<file path="src/rtl/i2c_cfg.svh">
`ifndef I2C_CFG_SVH
`define I2C_CFG_SVH

// Bus bit timing in i2c_clk cycles
// SCL is low in the first half of the bit and high in the second half
`define I2C_PHASES_PER_BIT 4

// Data bits per bus byte, the acknowledge bit comes on top
`define I2C_BYTE_BITS 8

`endif

</file>
<file path="src/rtl/i2c_pkg.sv">
`include "i2c_cfg.svh"

package i2c_pkg;

    // One bus byte: address with R/W flag, write data or read data
    typedef logic [`I2C_BYTE_BITS-1:0] i2c_byte_t;

    // Bus step ordered by decode, carried out by the bit engine
    typedef enum logic [2:0] {
        STEP_NONE  = 3'd0,  // Nothing in progress
        STEP_START = 3'd1,  // Start or repeated start
        STEP_WRITE = 3'd2,  // Eight bits out, ACK in
        STEP_READ  = 3'd3,  // Eight bits in, ACK out
        STEP_STOP  = 3'd4   // Stop condition
    } i2c_step_e;

endpackage

</file>
<file path="src/rtl/i2c_cmd_decode.sv">
`timescale 1ns/1ps

module i2c_cmd_decode (
    input  logic               i2c_clk,
    input  logic               rst_n,
    input  logic               enable_i,
    input  i2c_pkg::i2c_byte_t slave_address_i,
    input  i2c_pkg::i2c_byte_t data_i,
    input  logic               repeated_start_i,
    input  logic               step_done_i,
    input  logic               ack_i,
    output i2c_pkg::i2c_step_e step_o,
    output i2c_pkg::i2c_byte_t tx_byte_o,
    output logic               step_valid_o,
    output logic               master_ack_o,
    output logic               data_req_o,
    output logic               busy_o
);

    typedef enum logic [2:0] {
        ST_IDLE,
        ST_ADDR,   // Start and address byte
        ST_WRITE,
        ST_READ,
        ST_STOP
    } txn_state_e;

    txn_state_e state;
    logic       rw_q;       // Bit 0 of the address, 1 = read
    logic       in_flight;  // Step ordered, engine not finished yet

    assign busy_o = (state != ST_IDLE);

    // NACK the byte that ends the read or comes before a restart
    assign master_ack_o = !enable_i || repeated_start_i;

    always_ff @(posedge i2c_clk or negedge rst_n) begin
        if (!rst_n) begin
            state        <= ST_IDLE;
            step_o       <= i2c_pkg::STEP_NONE;
            tx_byte_o    <= '0;
            step_valid_o <= 1'b0;
            data_req_o   <= 1'b0;
            rw_q         <= 1'b0;
            in_flight    <= 1'b0;
        end else begin
            step_valid_o <= 1'b0;
            data_req_o   <= 1'b0;
            if (step_valid_o) begin
                in_flight <= 1'b1;
            end else if (step_done_i) begin
                in_flight <= 1'b0;
            end

            if (state == ST_IDLE) begin
                if (enable_i) begin
                    step_o       <= i2c_pkg::STEP_START;
                    step_valid_o <= 1'b1;
                    tx_byte_o    <= slave_address_i;  // Address held for the next step
                    rw_q         <= slave_address_i[0];
                    state        <= ST_ADDR;
                end
            end else if (step_done_i && in_flight) begin
                step_valid_o <= 1'b1;
                case (step_o)
                    i2c_pkg::STEP_START: begin
                        step_o <= i2c_pkg::STEP_WRITE;  // Send the latched address
                    end
                    i2c_pkg::STEP_WRITE: begin
                        if (ack_i || !enable_i) begin
                            step_o <= i2c_pkg::STEP_STOP;   // NACK or host done
                            state  <= ST_STOP;
                        end else if (state == ST_ADDR && rw_q) begin
                            step_o <= i2c_pkg::STEP_READ;
                            state  <= ST_READ;
                        end else if (state == ST_WRITE && repeated_start_i) begin
                            step_o    <= i2c_pkg::STEP_START;
                            tx_byte_o <= slave_address_i;
                            rw_q      <= slave_address_i[0];
                            state     <= ST_ADDR;
                        end else begin
                            step_o     <= i2c_pkg::STEP_WRITE;
                            tx_byte_o  <= data_i;
                            data_req_o <= 1'b1;   // Host may move to the next byte
                            state      <= ST_WRITE;
                        end
                    end
                    i2c_pkg::STEP_READ: begin
                        if (!ack_i) begin
                            step_o <= i2c_pkg::STEP_READ;   // We ACKed, slave goes on
                        end else if (enable_i && repeated_start_i) begin
                            step_o    <= i2c_pkg::STEP_START;
                            tx_byte_o <= slave_address_i;
                            rw_q      <= slave_address_i[0];
                            state     <= ST_ADDR;
                        end else begin
                            step_o <= i2c_pkg::STEP_STOP;
                            state  <= ST_STOP;
                        end
                    end
                    default: begin
                        // Stop finished, bus is free again
                        step_o       <= i2c_pkg::STEP_NONE;
                        step_valid_o <= 1'b0;
                        state        <= ST_IDLE;
                    end
                endcase
            end
        end
    end

    // One step on the bus at a time
    a_one_step: assert property (@(posedge i2c_clk) disable iff (!rst_n)
        step_valid_o |-> !in_flight);

endmodule

</file>
<file path="src/rtl/i2c_bit_engine.sv">
`timescale 1ns/1ps
`include "i2c_cfg.svh"

module i2c_bit_engine (
    input  logic               i2c_clk,
    input  logic               rst_n,
    input  i2c_pkg::i2c_step_e step_i,
    input  i2c_pkg::i2c_byte_t tx_byte_i,
    input  logic               step_valid_i,
    input  logic               master_ack_i,
    input  logic               sda_i,
    output logic               step_done_o,
    output logic               ack_o,
    output logic               rx_bit_o,
    output logic               rx_bit_valid_o,
    output logic               byte_end_o,
    output logic               nack_seen_o,
    output logic               stop_done_o,
    output logic               scl_o,
    output logic               sda_o
);

    localparam int PH_W    = $clog2(`I2C_PHASES_PER_BIT);
    localparam int PH_LAST = `I2C_PHASES_PER_BIT - 1;
    localparam int PH_HIGH = `I2C_PHASES_PER_BIT / 2;  // First phase with SCL high
    localparam int BIT_W   = $clog2(`I2C_BYTE_BITS + 1);

    i2c_pkg::i2c_step_e cur_step;
    i2c_pkg::i2c_byte_t tx_shift;
    logic [PH_W-1:0]    phase_q;
    logic [BIT_W-1:0]   bit_q;     // 0..7 data, 8 = acknowledge bit
    logic               active_q;
    logic               in_txn_q;  // Bus owned between start and stop
    logic               sda_q;
    logic               ack_q;
    logic               byte_step;
    logic               ack_bit;

    assign byte_step = (cur_step == i2c_pkg::STEP_WRITE) || (cur_step == i2c_pkg::STEP_READ);
    assign ack_bit   = (bit_q == BIT_W'(`I2C_BYTE_BITS));

    assign step_done_o = active_q && (phase_q == PH_W'(PH_LAST)) && (!byte_step || ack_bit);

    assign ack_o          = ack_q;
    assign rx_bit_o       = sda_i;
    assign rx_bit_valid_o = active_q && (cur_step == i2c_pkg::STEP_READ)
                            && (phase_q == PH_W'(PH_HIGH)) && !ack_bit;
    assign byte_end_o     = step_done_o && (cur_step == i2c_pkg::STEP_READ);
    assign nack_seen_o    = step_done_o && (cur_step == i2c_pkg::STEP_WRITE) && ack_q;
    assign stop_done_o    = step_done_o && (cur_step == i2c_pkg::STEP_STOP);
    assign sda_o          = sda_q;

    always_comb begin
        if (!active_q) begin
            scl_o = 1'b1;
        end else if (cur_step == i2c_pkg::STEP_START && !in_txn_q) begin
            scl_o = 1'b1;  // First start needs no low SCL half
        end else begin
            scl_o = (phase_q >= PH_W'(PH_HIGH));
        end
    end

    always_ff @(posedge i2c_clk or negedge rst_n) begin
        if (!rst_n) begin
            cur_step <= i2c_pkg::STEP_NONE;
            phase_q  <= '0;
            bit_q    <= '0;
            active_q <= 1'b0;
            in_txn_q <= 1'b0;
            sda_q    <= 1'b1;
            ack_q    <= 1'b1;
        end else if (step_valid_i) begin
            cur_step <= step_i;
            phase_q  <= '0;
            bit_q    <= '0;
            active_q <= 1'b1;
        end else if (active_q) begin
            phase_q <= phase_q + 1'b1;

            // SDA moves one cycle after SCL fell
            if (phase_q == '0) begin
                case (cur_step)
                    i2c_pkg::STEP_START: sda_q <= 1'b1;
                    i2c_pkg::STEP_STOP:  sda_q <= 1'b0;
                    i2c_pkg::STEP_WRITE: sda_q <= ack_bit ? 1'b1 : tx_shift[`I2C_BYTE_BITS-1];
                    i2c_pkg::STEP_READ:  sda_q <= ack_bit ? master_ack_i : 1'b1;
                    default:             sda_q <= 1'b1;
                endcase
            end

            if (phase_q == PH_W'(PH_HIGH)) begin
                if (cur_step == i2c_pkg::STEP_START) begin
                    sda_q <= 1'b0;  // Start: SDA falls under high SCL
                end
                if (cur_step == i2c_pkg::STEP_STOP) begin
                    sda_q <= 1'b1;  // Stop: SDA rises under high SCL
                end
                if (byte_step && ack_bit) begin
                    ack_q <= sda_i;
                end
            end

            if (phase_q == PH_W'(PH_LAST)) begin
                phase_q <= '0;
                if (step_done_o) begin
                    active_q <= 1'b0;
                    if (cur_step == i2c_pkg::STEP_START) begin
                        in_txn_q <= 1'b1;
                    end
                    if (cur_step == i2c_pkg::STEP_STOP) begin
                        in_txn_q <= 1'b0;
                    end
                end else begin
                    bit_q <= bit_q + 1'b1;
                end
            end
        end
    end

    // Write byte, MSB first
    always_ff @(posedge i2c_clk) begin
        if (step_valid_i) begin
            tx_shift <= tx_byte_i;
        end else if (active_q && cur_step == i2c_pkg::STEP_WRITE && phase_q == '0 && !ack_bit) begin
            tx_shift <= tx_shift << 1;
        end
    end

    // Inside a byte, data may only move while SCL is low
    a_sda_scl_low: assert property (@(posedge i2c_clk) disable iff (!rst_n)
        (active_q && byte_step && $changed(sda_q)) |-> (!scl_o && !$past(scl_o)));

    a_bit_range: assert property (@(posedge i2c_clk) disable iff (!rst_n)
        bit_q <= BIT_W'(`I2C_BYTE_BITS));

endmodule

</file>
<file path="src/rtl/i2c_rx_result.sv">
`timescale 1ns/1ps
`include "i2c_cfg.svh"

module i2c_rx_result (
    input  logic               i2c_clk,
    input  logic               rst_n,
    input  logic               rx_bit_i,
    input  logic               rx_bit_valid_i,
    input  logic               byte_end_i,
    input  logic               nack_seen_i,
    input  logic               stop_done_i,
    output i2c_pkg::i2c_byte_t rx_data_o,
    output logic               rx_valid_o,
    output logic               nack_o,
    output logic               done_o
);

    localparam int CNT_W = $clog2(`I2C_BYTE_BITS + 1);

    i2c_pkg::i2c_byte_t rx_shift;
    logic [CNT_W-1:0]   bit_cnt;  // Read bits seen in the current byte

    // Bits arrive MSB first
    always_ff @(posedge i2c_clk) begin
        if (rx_bit_valid_i) begin
            rx_shift <= {rx_shift[`I2C_BYTE_BITS-2:0], rx_bit_i};
        end
        if (byte_end_i) begin
            rx_data_o <= rx_shift;
        end
    end

    always_ff @(posedge i2c_clk or negedge rst_n) begin
        if (!rst_n) begin
            rx_valid_o <= 1'b0;
            nack_o     <= 1'b0;
            done_o     <= 1'b0;
            bit_cnt    <= '0;
        end else begin
            rx_valid_o <= byte_end_i;   // Same cycle rx_data_o updates
            nack_o     <= nack_seen_i;
            done_o     <= stop_done_i;
            if (byte_end_i) begin
                bit_cnt <= '0;
            end else if (rx_bit_valid_i) begin
                bit_cnt <= bit_cnt + 1'b1;
            end
        end
    end

    // A read byte closes only after all of its data bits
    a_full_byte: assert property (@(posedge i2c_clk) disable iff (!rst_n)
        byte_end_i |-> (bit_cnt == CNT_W'(`I2C_BYTE_BITS)));

endmodule

</file>
<file path="src/rtl/i2c_master_top.sv">
`timescale 1ns/1ps

module i2c_master_top (
    input  logic               i2c_clk,
    input  logic               rst_n,
    input  logic               enable_i,
    input  i2c_pkg::i2c_byte_t slave_address_i,
    input  i2c_pkg::i2c_byte_t data_i,
    input  logic               repeated_start_i,
    input  logic               sda_i,
    output logic               scl_o,
    output logic               sda_o,
    output logic               busy_o,
    output logic               data_req_o,
    output i2c_pkg::i2c_byte_t rx_data_o,
    output logic               rx_valid_o,
    output logic               nack_o,
    output logic               done_o
);

    i2c_pkg::i2c_step_e step;
    i2c_pkg::i2c_byte_t tx_byte;
    logic               step_valid;
    logic               master_ack;
    logic               step_done;
    logic               ack;
    logic               rx_bit;
    logic               rx_bit_valid;
    logic               byte_end;
    logic               nack_seen;
    logic               stop_done;

    i2c_cmd_decode u_decode (
        .i2c_clk          (i2c_clk),
        .rst_n            (rst_n),
        .enable_i         (enable_i),
        .slave_address_i  (slave_address_i),
        .data_i           (data_i),
        .repeated_start_i (repeated_start_i),
        .step_done_i      (step_done),
        .ack_i            (ack),
        .step_o           (step),
        .tx_byte_o        (tx_byte),
        .step_valid_o     (step_valid),
        .master_ack_o     (master_ack),
        .data_req_o       (data_req_o),
        .busy_o           (busy_o)
    );

    i2c_bit_engine u_engine (
        .i2c_clk        (i2c_clk),
        .rst_n          (rst_n),
        .step_i         (step),
        .tx_byte_i      (tx_byte),
        .step_valid_i   (step_valid),
        .master_ack_i   (master_ack),
        .sda_i          (sda_i),
        .step_done_o    (step_done),
        .ack_o          (ack),
        .rx_bit_o       (rx_bit),
        .rx_bit_valid_o (rx_bit_valid),
        .byte_end_o     (byte_end),
        .nack_seen_o    (nack_seen),
        .stop_done_o    (stop_done),
        .scl_o          (scl_o),
        .sda_o          (sda_o)
    );

    i2c_rx_result u_result (
        .i2c_clk        (i2c_clk),
        .rst_n          (rst_n),
        .rx_bit_i       (rx_bit),
        .rx_bit_valid_i (rx_bit_valid),
        .byte_end_i     (byte_end),
        .nack_seen_i    (nack_seen),
        .stop_done_i    (stop_done),
        .rx_data_o      (rx_data_o),
        .rx_valid_o     (rx_valid_o),
        .nack_o         (nack_o),
        .done_o         (done_o)
    );

endmodule

</file>
<file path="config.mk">
export PLATFORM = sky130hd
export DESIGN_NAME = i2c_master_top
export DESIGN_NICKNAME = d
export VERILOG_FILES = /design/src/rtl/i2c_pkg.sv /design/src/rtl/i2c_cmd_decode.sv /design/src/rtl/i2c_bit_engine.sv /design/src/rtl/i2c_rx_result.sv /design/src/rtl/i2c_master_top.sv
export VERILOG_INCLUDE_DIRS = /design/src /design/src/rtl
export SDC_FILE = /design/constraint.sdc
export NUM_CORES = 1
export LEC_CHECK = 0
export BUFFER_PORTS_ARGS = -buffer_cell sky130_fd_sc_hd__buf_2
export CORE_AREA = 2 2 108 110
export DETAILED_ROUTE_END_ITERATION = 8
export DIE_AREA = 0 0 110 112
export GPL_ROUTABILITY_DRIVEN = 0
export SLEW_MARGIN = 5
export SYNTH_ARGS = -nofsm -noshare
export SYNTH_HDL_FRONTEND = slang
export SYNTH_SLANG_ARGS = --single-unit
export TNS_END_PERCENT = 30
</file>
<file path="constraint.sdc">
create_clock -name i2c_clk -period 3.4 [get_ports i2c_clk]
set_input_delay 0.17 -clock i2c_clk [delete_from_list [all_inputs] [get_ports i2c_clk]]
set_output_delay 0.17 -clock i2c_clk [all_outputs]
set_load 0.03 [all_outputs]
</file>
# Word-level counts from Yosys, hierarchy flattened
# Cells that the tools add are included.
# Widths: inputs -> output; s select.
[totals]
ff_bits = 58
out_inout_bits = 15
word_cells = 156
[op_classes]
n_eq_ne = 20
addsub = 2
reduce_logical = 45
n_mux = 67
magnitude_cmp = 1
bitwise_logic = 1
[ops]
columns = ["cell", "n"]
rows = [
  ["$mux 8", 10],
  ["$mux 1", 34],
  ["$mux 3", 10],
  ["$logic_and 1x1->1", 18],
  ["$pmux 3 s3", 2],
  ["$mux 4", 4],
  ["$pmux 8 s2", 1],
  ["$eq 3x2->1 const B", 5],
  ["$reduce_bool 2->1", 6],
  ["$eq 3x1->1 const B", 3],
  ["$ne 3x1->1 const B", 3],
  ["$mux 2", 4],
  ["$reduce_and 4->1", 2],
  ["$reduce_and 8->1", 1],
  ["$reduce_and 7->1", 1],
  ["$ne 3x2->1 const B", 2],
  ["$reduce_bool 3->1", 2],
  ["$reduce_and 5->1", 1],
  ["$add 4x1->4 const B", 1],
  ["$eq 2x2->1 const B", 2],
  ["$eq 4x4->1 const B", 1],
  ["$logic_not 1->1", 4],
  ["$logic_or 1x1->1", 4],
  ["$ne 2x2->1 const B", 2],
  ["other kinds (12)", 13],
]

# Depth between registers and ports, before layout
# Gate-level depths: netlist (run 1).
[depth]
depth_word = 9
depth_mapped = 9
ltp_nobuf = 7

# Modules after synthesis
# Synthesis (run 1) repeated with hierarchy kept, for this count alone.
[hier_totals]
cells_unflattened = 224
area_unflattened_um2 = 2726.4
[modules_own_cells]
columns = ["module", "n_inst", "seq_area_each_um2", "cells_per_inst", "area_per_inst_um2"]
rows = [
  ["i2c_bit_engine", 1, 568.0, 105, 1197.4],
  ["i2c_cmd_decode", 1, 450.4, 100, 973.4],
  ["i2c_rx_result", 1, 555.5, 19, 555.5],
]

# Worst setup path before layout (run 1)
# Ideal clock, no wire load.
[synth_path]
kind = "reg2reg"
from = "register u_engine.bit_q[0]"
to = "register u_result.rx_data_o[0], enable pin"
n_path_buf = 2
arrival_time_ps = 2006
period_less_slack_ps = 2391
required_time_ps = 3015
stages_incl_launch_ff = 9
path_slack_ps = 1009
path_cell_list = "dfrtp_1 -> inv_1 -> ha_1 -> and3b_1 -> buf_6 -> nor2_1 -> or2_2 -> clkbuf_1 -> nor3_1"
[synth_via]
elab_chain_len = 4
[synth_lines]
columns = ["item", "line_no", "rtl"]
rows = [
  ["start: declaration", "i2c_bit_engine.sv:31", "logic [BIT_W-1:0] bit_q;"],
  ["start signal: assignment", "i2c_bit_engine.sv:114", "bit_q <= bit_q + 1'b1;"],
  ["$eq 4x4->1", "i2c_bit_engine.sv:40", "assign ack_bit = (bit_q == BIT_W'(`I2C_BYTE_BITS));"],
  ["$logic_or 1x1->1", "i2c_bit_engine.sv:42", "assign step_done_o = active_q && (phase_q == PH_W'(PH_LAST)) && (!byte_step || ack_bit);"],
  ["$logic_and 1x1->1", "i2c_bit_engine.sv:42", ""],
  ["$logic_and 1x1->1", "i2c_bit_engine.sv:48", "assign byte_end_o = step_done_o && (cur_step == i2c_pkg::STEP_READ);"],
  ["net byte_end", "i2c_master_top.sv:29", "logic byte_end;"],
  ["end signal: assignment", "i2c_rx_result.sv:29", "rx_data_o <= rx_shift;"],
  ["end: declaration", "i2c_rx_result.sv:12", "output i2c_pkg::i2c_byte_t rx_data_o,"],
]
# The timed path passes the listed nets, and every way through them passes these cells.
# A chain may end at the register's enable or synchronous reset.

# Worst setup path after layout (run 1)
[layout_path]
from = "register u_engine.bit_q[0]"
to = "register u_decode.tx_byte_o[7]"
[layout_via]
elab_chain_len = 6
[layout_lines]
columns = ["item", "line_no", "rtl"]
rows = [
  ["$eq 4x4->1", "i2c_bit_engine.sv:40", ""],
  ["$logic_or 1x1->1", "i2c_bit_engine.sv:42", ""],
  ["$logic_and 1x1->1", "i2c_bit_engine.sv:42", ""],
  ["$logic_and 1x1->1", "i2c_cmd_decode.sv:63", "end else if (step_done_i && in_flight) begin"],
  ["$reduce_bool 2->1 (no line)", "-", ""],
  ["$reduce_and 7->1 (no line)", "-", ""],
  ["end signal: assignment", "i2c_cmd_decode.sv:59", "tx_byte_o <= slave_address_i;"],
  ["end signal: assignment", "i2c_cmd_decode.sv:78", "tx_byte_o <= slave_address_i;"],
  ["end signal: assignment", "i2c_cmd_decode.sv:83", "tx_byte_o <= data_i;"],
  ["end: declaration", "i2c_cmd_decode.sv:13", "output i2c_pkg::i2c_byte_t tx_byte_o,"],
]
# Every way passes these cells.

==> out/qor.yml, run 1 <==
gr-total-overflow: 0
power_frac_comb: 0.277
insertedDiodeCount: 0
grt_pass1_wl_mm: 8.09
dpl-instance-area_mm2: 0.00296
synthTopCellsByCount: "dfrtp_1, edfxtp_1, nor2_1"
drive_gt1_frac: 0.292
synth.avg_cell_area_um2: 12.5
die_x_um: 110
synth_fp_nets: 238
cp_cell_sequence: "inv_1, ha_1, and3b_1, o21ai_4, o41ai_4, a21oi_1"
netlist_instances: 212
synth_edf_count: 24
ios: 36
synth_area_leaders: "dfrtp_1, edfxtp_1, mux2_2, mux2i_1, nor2_1"
firstDrtPassIters: 4
timing.fmax_mhz: 454
leakage_nw: 1.39
cts.sink_count: 58
finalSetupViolations: 0
root_buffer: "clkbuf_16"
p_seq_frac: 0.391
yosysWarnings: 0
fp.dieH_um: 112
synth_cell_types: 51
htreeDepth: 3
vias: 1753
syn_area_mm2: 0.00264
cp-start-kind: "flop"
switching_share: 0.322
period_share: 0.648
slowest_delay_ps: 840
clock_path_buffers: 2
rows: 39
syn_to_final_growth_pct: 24.2
clk_latency_ps: 320
synthFlopType: "dfrtp_1"
status: "complete, no violations"
synth_top_area_share: 0.303
hold_path.class: "in2reg"
final_cell_area_mm2: 0.00328
power_density_mw_per_mm2: 857
drv_slew: 0
gr-usage-all-layers: 0.0863
grt_max_degree: 35
hold_buffers: 1
crit_path_end_kind: "flop"
fin_tns_setup_ps: 0
ir_drop_mv: 0.279
cp_max_fo: 16
layout.nets: 278
port_buffers: 35
worstPathRequired_ps: 3560
cp.arrival_ps: 2360
fillers: 1142
synth_most_common_cell: "dfrtp_1"
startpoint: "u_engine.bit_q[0]"
die-area_mm2: 0.0123
start_util: 0.236
worstSetupPathType: "reg2reg"
cts_buffers: 9
wl_per_cell_um: 12.1
drc: 0
intPower_w: 0.00191
reg2reg_from: "u_engine.bit_q[0]"
hp-start: "sda_i"
dr.first_iter.drc_count: 70
dp_hpwl_mm: 3.39
vias_per_cell: 4.38
post_cts_buffers: 0
finalHoldViolCount: 0
yosys.area.top_type: "dfrtp_1"
wl_mm: 4.83
fin_crit_ps: 2200
tightest_slew_ps: 865
coreArea_mm2: 0.0112
switchingPower_w: 0.000904
holdPathStages: 1
relSlewSlack: 0.421
async_reset_ff_frac: 0.586
p_clk_frac: 0.332
fin_skew_ps: 5.04
antenna_found_initial: 0
drtAntennaViolNets: 0
grt_pass1_vias: 1611
slowest_stage: "o41ai_4"
synth_seq_area_share: 0.596
ys_seq_elements: 58
path_clk_slew_ps: 50
cap_viol_max_count: 0
worst-r2r-cell-count: 6
cts-resized-gates: 0
rsz0062_at_grt: "false"
cts_tree: "built"
-- metrics by stage --
stage | std cells | worst slack, ps | hold slack, ps | util | power (W)
after floorplan | 212 | 1010 | -126 | - | 0.00171
after global placement | 383 | 1250 | 286 | 0.265 | 0.00187
after detailed placement | 383 | 1180 | 296 | 0.265 | 0.00190
after CTS | 400 | 1160 | 43.9 | 0.293 | 0.00285
after global routing | 400 | 982 | 36.5 | 0.293 | 0.00300
final | 400 | 1200 | 49.0 | 0.293 | 0.00281
-- cell type report --
cell class | instances | area, um^2 | share of cell area
sequential | 58 | 1570 | 0.480
clock inverter | 6 | 81.3 | 0.0248
multi-input combinational | 135 | 973 | 0.297
timing repair buffer | 39 | 208 | 0.0634
tap | 143 | 179 | 0.0546
clock buffer | 10 | 229 | 0.0698
inverter | 9 | 33.8 | 0.0103
-- routing by layer --
metal | track usage | routed length [um] | up-vias | share of wire
li1 | - | - | 856 | -
met1 | 0.113 | 2310 | 833 | 0.48
met2 | 0.124 | 2150 | 59 | 0.44
met3 | 0.0451 | 338 | 5 | 0.070
met4 | 0.0228 | 42 | 0 | 0.0087
met5 | 0 | 0 | - | 0
-- placed cells by master (no fill, tap or decap), types with 3 or more instances in the layout --
cell type,Yosys,routed
nand3_1,5,5
a21oi_1,9,9
o31ai_1,4,4
nor3_1,6,6
dfrtp_1,32,32
buf_4,1,3
nor2_1,23,23
buf_2,1,35
o21ai_0,7,7
inv_1,9,9
edfxtp_1,24,24
mux2_2,13,13
nand2_1,10,10
clkbuf_16,0,9
ha_1,5,5
mux2i_1,11,11
-- critical path: cells and delay by family, from the launching register on --
family	cells	cell delay, ps
AOI/OAI and AO/OA	3	1090
adders and majority gates	1	130
buffers and inverters	1	70
DFF	1	410
and+or+nand+nor	1	340
-- cell families after synthesis --
kind of cell / after synthesis / share of synthesized area
compound gates: 40 / 0.117
mux: 24 / 0.0972
buf+inv: 19 / 0.0351
simple gates: 63 / 0.121
fa+ha+maj: 5 / 0.0237
xor+xnor: 3 / 0.00995
flops: 58 / 0.596
-- registers in the layout (all words and copies together), names as in the netlist, 2 cells and up --
register and count:
u_decode.tx_byte_o 8, u_engine.tx_shift 8, u_result.rx_data_o 8, u_result.rx_shift 8, u_engine.bit_q 4, u_decode.state 3
u_decode.step_o 3, u_engine.cur_step 3, u_engine.phase_q 2
-- power groups by stage --
stage / Clock, W / Combinational [W] / Sequential, W
floorplan: 0 / 0.000668 / 0.00104
global placement: 0 / 0.000767 / 0.00111
detailed placement: 0 / 0.000783 / 0.00111
CTS: 0.000956 / 0.000789 / 0.00110
global route: 0.000995 / 0.000869 / 0.00113
finish: 0.000932 / 0.000777 / 0.00110
-- worst paths after layout --
kind                                         end  slack [ps]
setup / recovery           u_decode.tx_byte_o[7]        1200
hold / removal              u_result.rx_shift[0]          50
setup reg to reg           u_decode.tx_byte_o[7]        1200
hold reg to reg            u_result.rx_data_o[7]         420
max in group asynchronous      u_engine.active_q        2460
min in group asynchronous  u_decode.tx_byte_o[5]         450
Note: power is estimated with default switching activity, not from simulation.
==> run 2, diff against run 1 <==
==> constraint.sdc (replaced) <==
create_clock -name i2c_clk -period 2.2 [get_ports i2c_clk]
set_input_delay 0.11 -clock i2c_clk [delete_from_list [all_inputs] [get_ports i2c_clk]]
set_output_delay 0.11 -clock i2c_clk [all_outputs]
set_load 0.03 [all_outputs]
==> run 2 against run 1 <==
  * Flip-flop and latch count did not move
  * Core utilization barely moved
  * Global-route usage rose by 0.076 points
  * Non-clock buffer count rose by 5
  * Clock power rose by 31%
  * Combinational power rose by 60%
  * Critical path type unchanged
  * Critical endpoint is now u_result.rx_data_o[6]
  * Highest routed layer unchanged
==> out/qor.yml, run 2 (synthesized netlist as in run 1, its figures left out) <==
firstDrtPassIters: 4  # unchanged
cp_max_fo: 9  # -7
antenna_found_initial: 0  # unchanged
wl_per_cell_um: 12.0  # -0.36%
insertedDiodeCount: 0  # unchanged
final_common_cell: "buf_2"
path_clk_slew_ps: 50  # about the same
cap_viol_max_count: 0  # unchanged
grtUsageMet1: 0.114  # +0.00123
htreeDepth: 3  # unchanged
clk_latency_ps: 330  # about the same
relSlewSlack: 0.477  # +0.0555
drive_gt1_frac: 0.309  # +0.0173
grt_pass1_wl_mm: 8.07  # -0.16%
vias_per_cell: 4.27  # -2.5%
die-area_mm2: 0.0123  # unchanged
grt_use_met2: 0.124  # -0.000409
drv_slew: 0  # unchanged
root_buffer: "clkbuf_16"
rows: 39  # unchanged
slowest_delay_ps: 410  # -430 ps
post_cts_buffers: 0  # unchanged
fp.dieH_um: 112  # unchanged
cp_cell_sequence: "inv_1, ha_1, and3b_2, nor2_1, or2_2, nor3_2, buf_4"
gr-total-overflow: 0  # unchanged
leakage_nw: 1.39  # about the same
cts_tree: "built"
syn_to_final_growth_pct: 24.1  # about the same
met3_usage: 0.0334  # -0.0117
clock_path_buffers: 2  # unchanged
fin_crit_ps: 1960  # -237 ps
worstSetupPathType: "reg2reg"
layout.nets: 283  # +1.8%
worstPathRequired_ps: 2230  # -1330 ps
mostFrequentLayoutCells: "buf_2, dfrtp_1, edfxtp_1, nor2_1, mux2_2"
start_util: 0.236  # unchanged
drtAntennaViolNets: 0  # unchanged
power_density_mw_per_mm2: 1260  # +48%
timing.fmax_mhz: 509  # +12%
ir_drop_mv: 0.494  # +77%
wl_mm: 4.88  # +0.89%
port_buffers: 35  # unchanged
vias: 1731  # -1.3%
finalHoldViolCount: 0  # unchanged
dp_hpwl_mm: 3.42  # +0.97%
fin_skew_ps: 5.97  # +0.922 ps
finalSetupViolations: 0  # unchanged
drc: 0  # unchanged
grt_pass1_vias: 1655  # +2.7%
status: "complete, no violations"
cp.arrival_ps: 1990  # -370 ps
coreArea_mm2: 0.0112  # unchanged
cp-start-kind: "flop"
rsz0062_at_grt: "false"
ios: 36  # unchanged
dr.first_iter.drc_count: 51  # -27%
cts_buffers: 9  # unchanged
fin_tns_setup_ps: 0  # unchanged
die_x_um: 110  # unchanged
hold_path.class: "in2reg"
cts.sink_count: 58  # unchanged
tightest_slew_ps: 785  # -80.2 ps
gr-usage-all-layers: 0.0870  # +0.000755
grt_busiest_layer: "met2"
hold-worst-slack_ps: 38.3  # -10.7 ps
period_share: 0.893  # +0.245
slowest_stage: "dfrtp_1"
critPathBufInv: 2  # +1
crit_path_end_kind: "flop"
grt_max_degree: 35  # unchanged
cp_top_family: "simple AND/OR/NAND/NOR gates"
[run 2: cell types whose count changed in the layout (fill, tap and decap cells not counted), sizes merged]
| cell | change |
|---|---|
| bufinv | -2 |
| clkinv | +1 |
| clkinvlp | +1 |
| buf | +4 |
| dlygate4sd3 | +1 |
[run 2: worst paths after layout]
path                       depth (start not counted)            startpoint  slack [ps]                    end
setup reg to reg                                   7     u_engine.bit_q[0]         240  u_result.rx_data_o[6]
min in group asynchronous                          2                 rst_n         400  u_decode.tx_byte_o[3]
hold reg to reg                                    0  u_result.rx_shift[7]         430  u_result.rx_data_o[7]
max in group asynchronous                          2                 rst_n        1300   u_engine.cur_step[2]
hold / removal                                     2    slave_address_i[0]          40          u_decode.rw_q
setup / recovery                                   7     u_engine.bit_q[0]         240  u_result.rx_data_o[6]
[run 2: repair_timing]
item                                    CTS  global route
endpoints found under the setup margin    0             4
resized for setup                         0             1
endpoints found under the hold margin    33             0
hold buffers                              2             0
[run 2: metrics by stage]
step	util	setup slack, ps	power (W)	area (um^2)	instances
global placement	0.268	185	0.00293	2990	387
global route	0.293	103	0.00444	3280	405
floorplan	-	69.6	0.00264	2650	212
detailed placement	0.268	142	0.00296	2990	387
finish	0.293	235	0.00414	3280	405
CTS	0.293	123	0.00421	3280	405
[run 2: layout make-up]
type	count	area [um^2]
timing repair buffer	44	248
inverter	9	33.8
fill	1154	7900
clock buffer	10	229
clock inverter	6	33.8
tap	143	179
sequential	58	1570
multi-input combinational	135	980
[run 2: metal layers]
| layer | up-vias | share of wire |
|---|---|---|
| met5 | - | 0 |
| met4 | 0 | 0.017 |
| met3 | 8 | 0.056 |
| met2 | 40 | 0.44 |
| met1 | 820 | 0.49 |
| li1 | 863 | - |
[run 2: power by group]
group	total, W	switching, W	internal (W)
sequential	0.00169	0.000256	0.00143
combinational	0.00124	0.000689	0.000549
clock	0.00122	0.000467	0.000749
total	0.00414	0.00141	0.00273
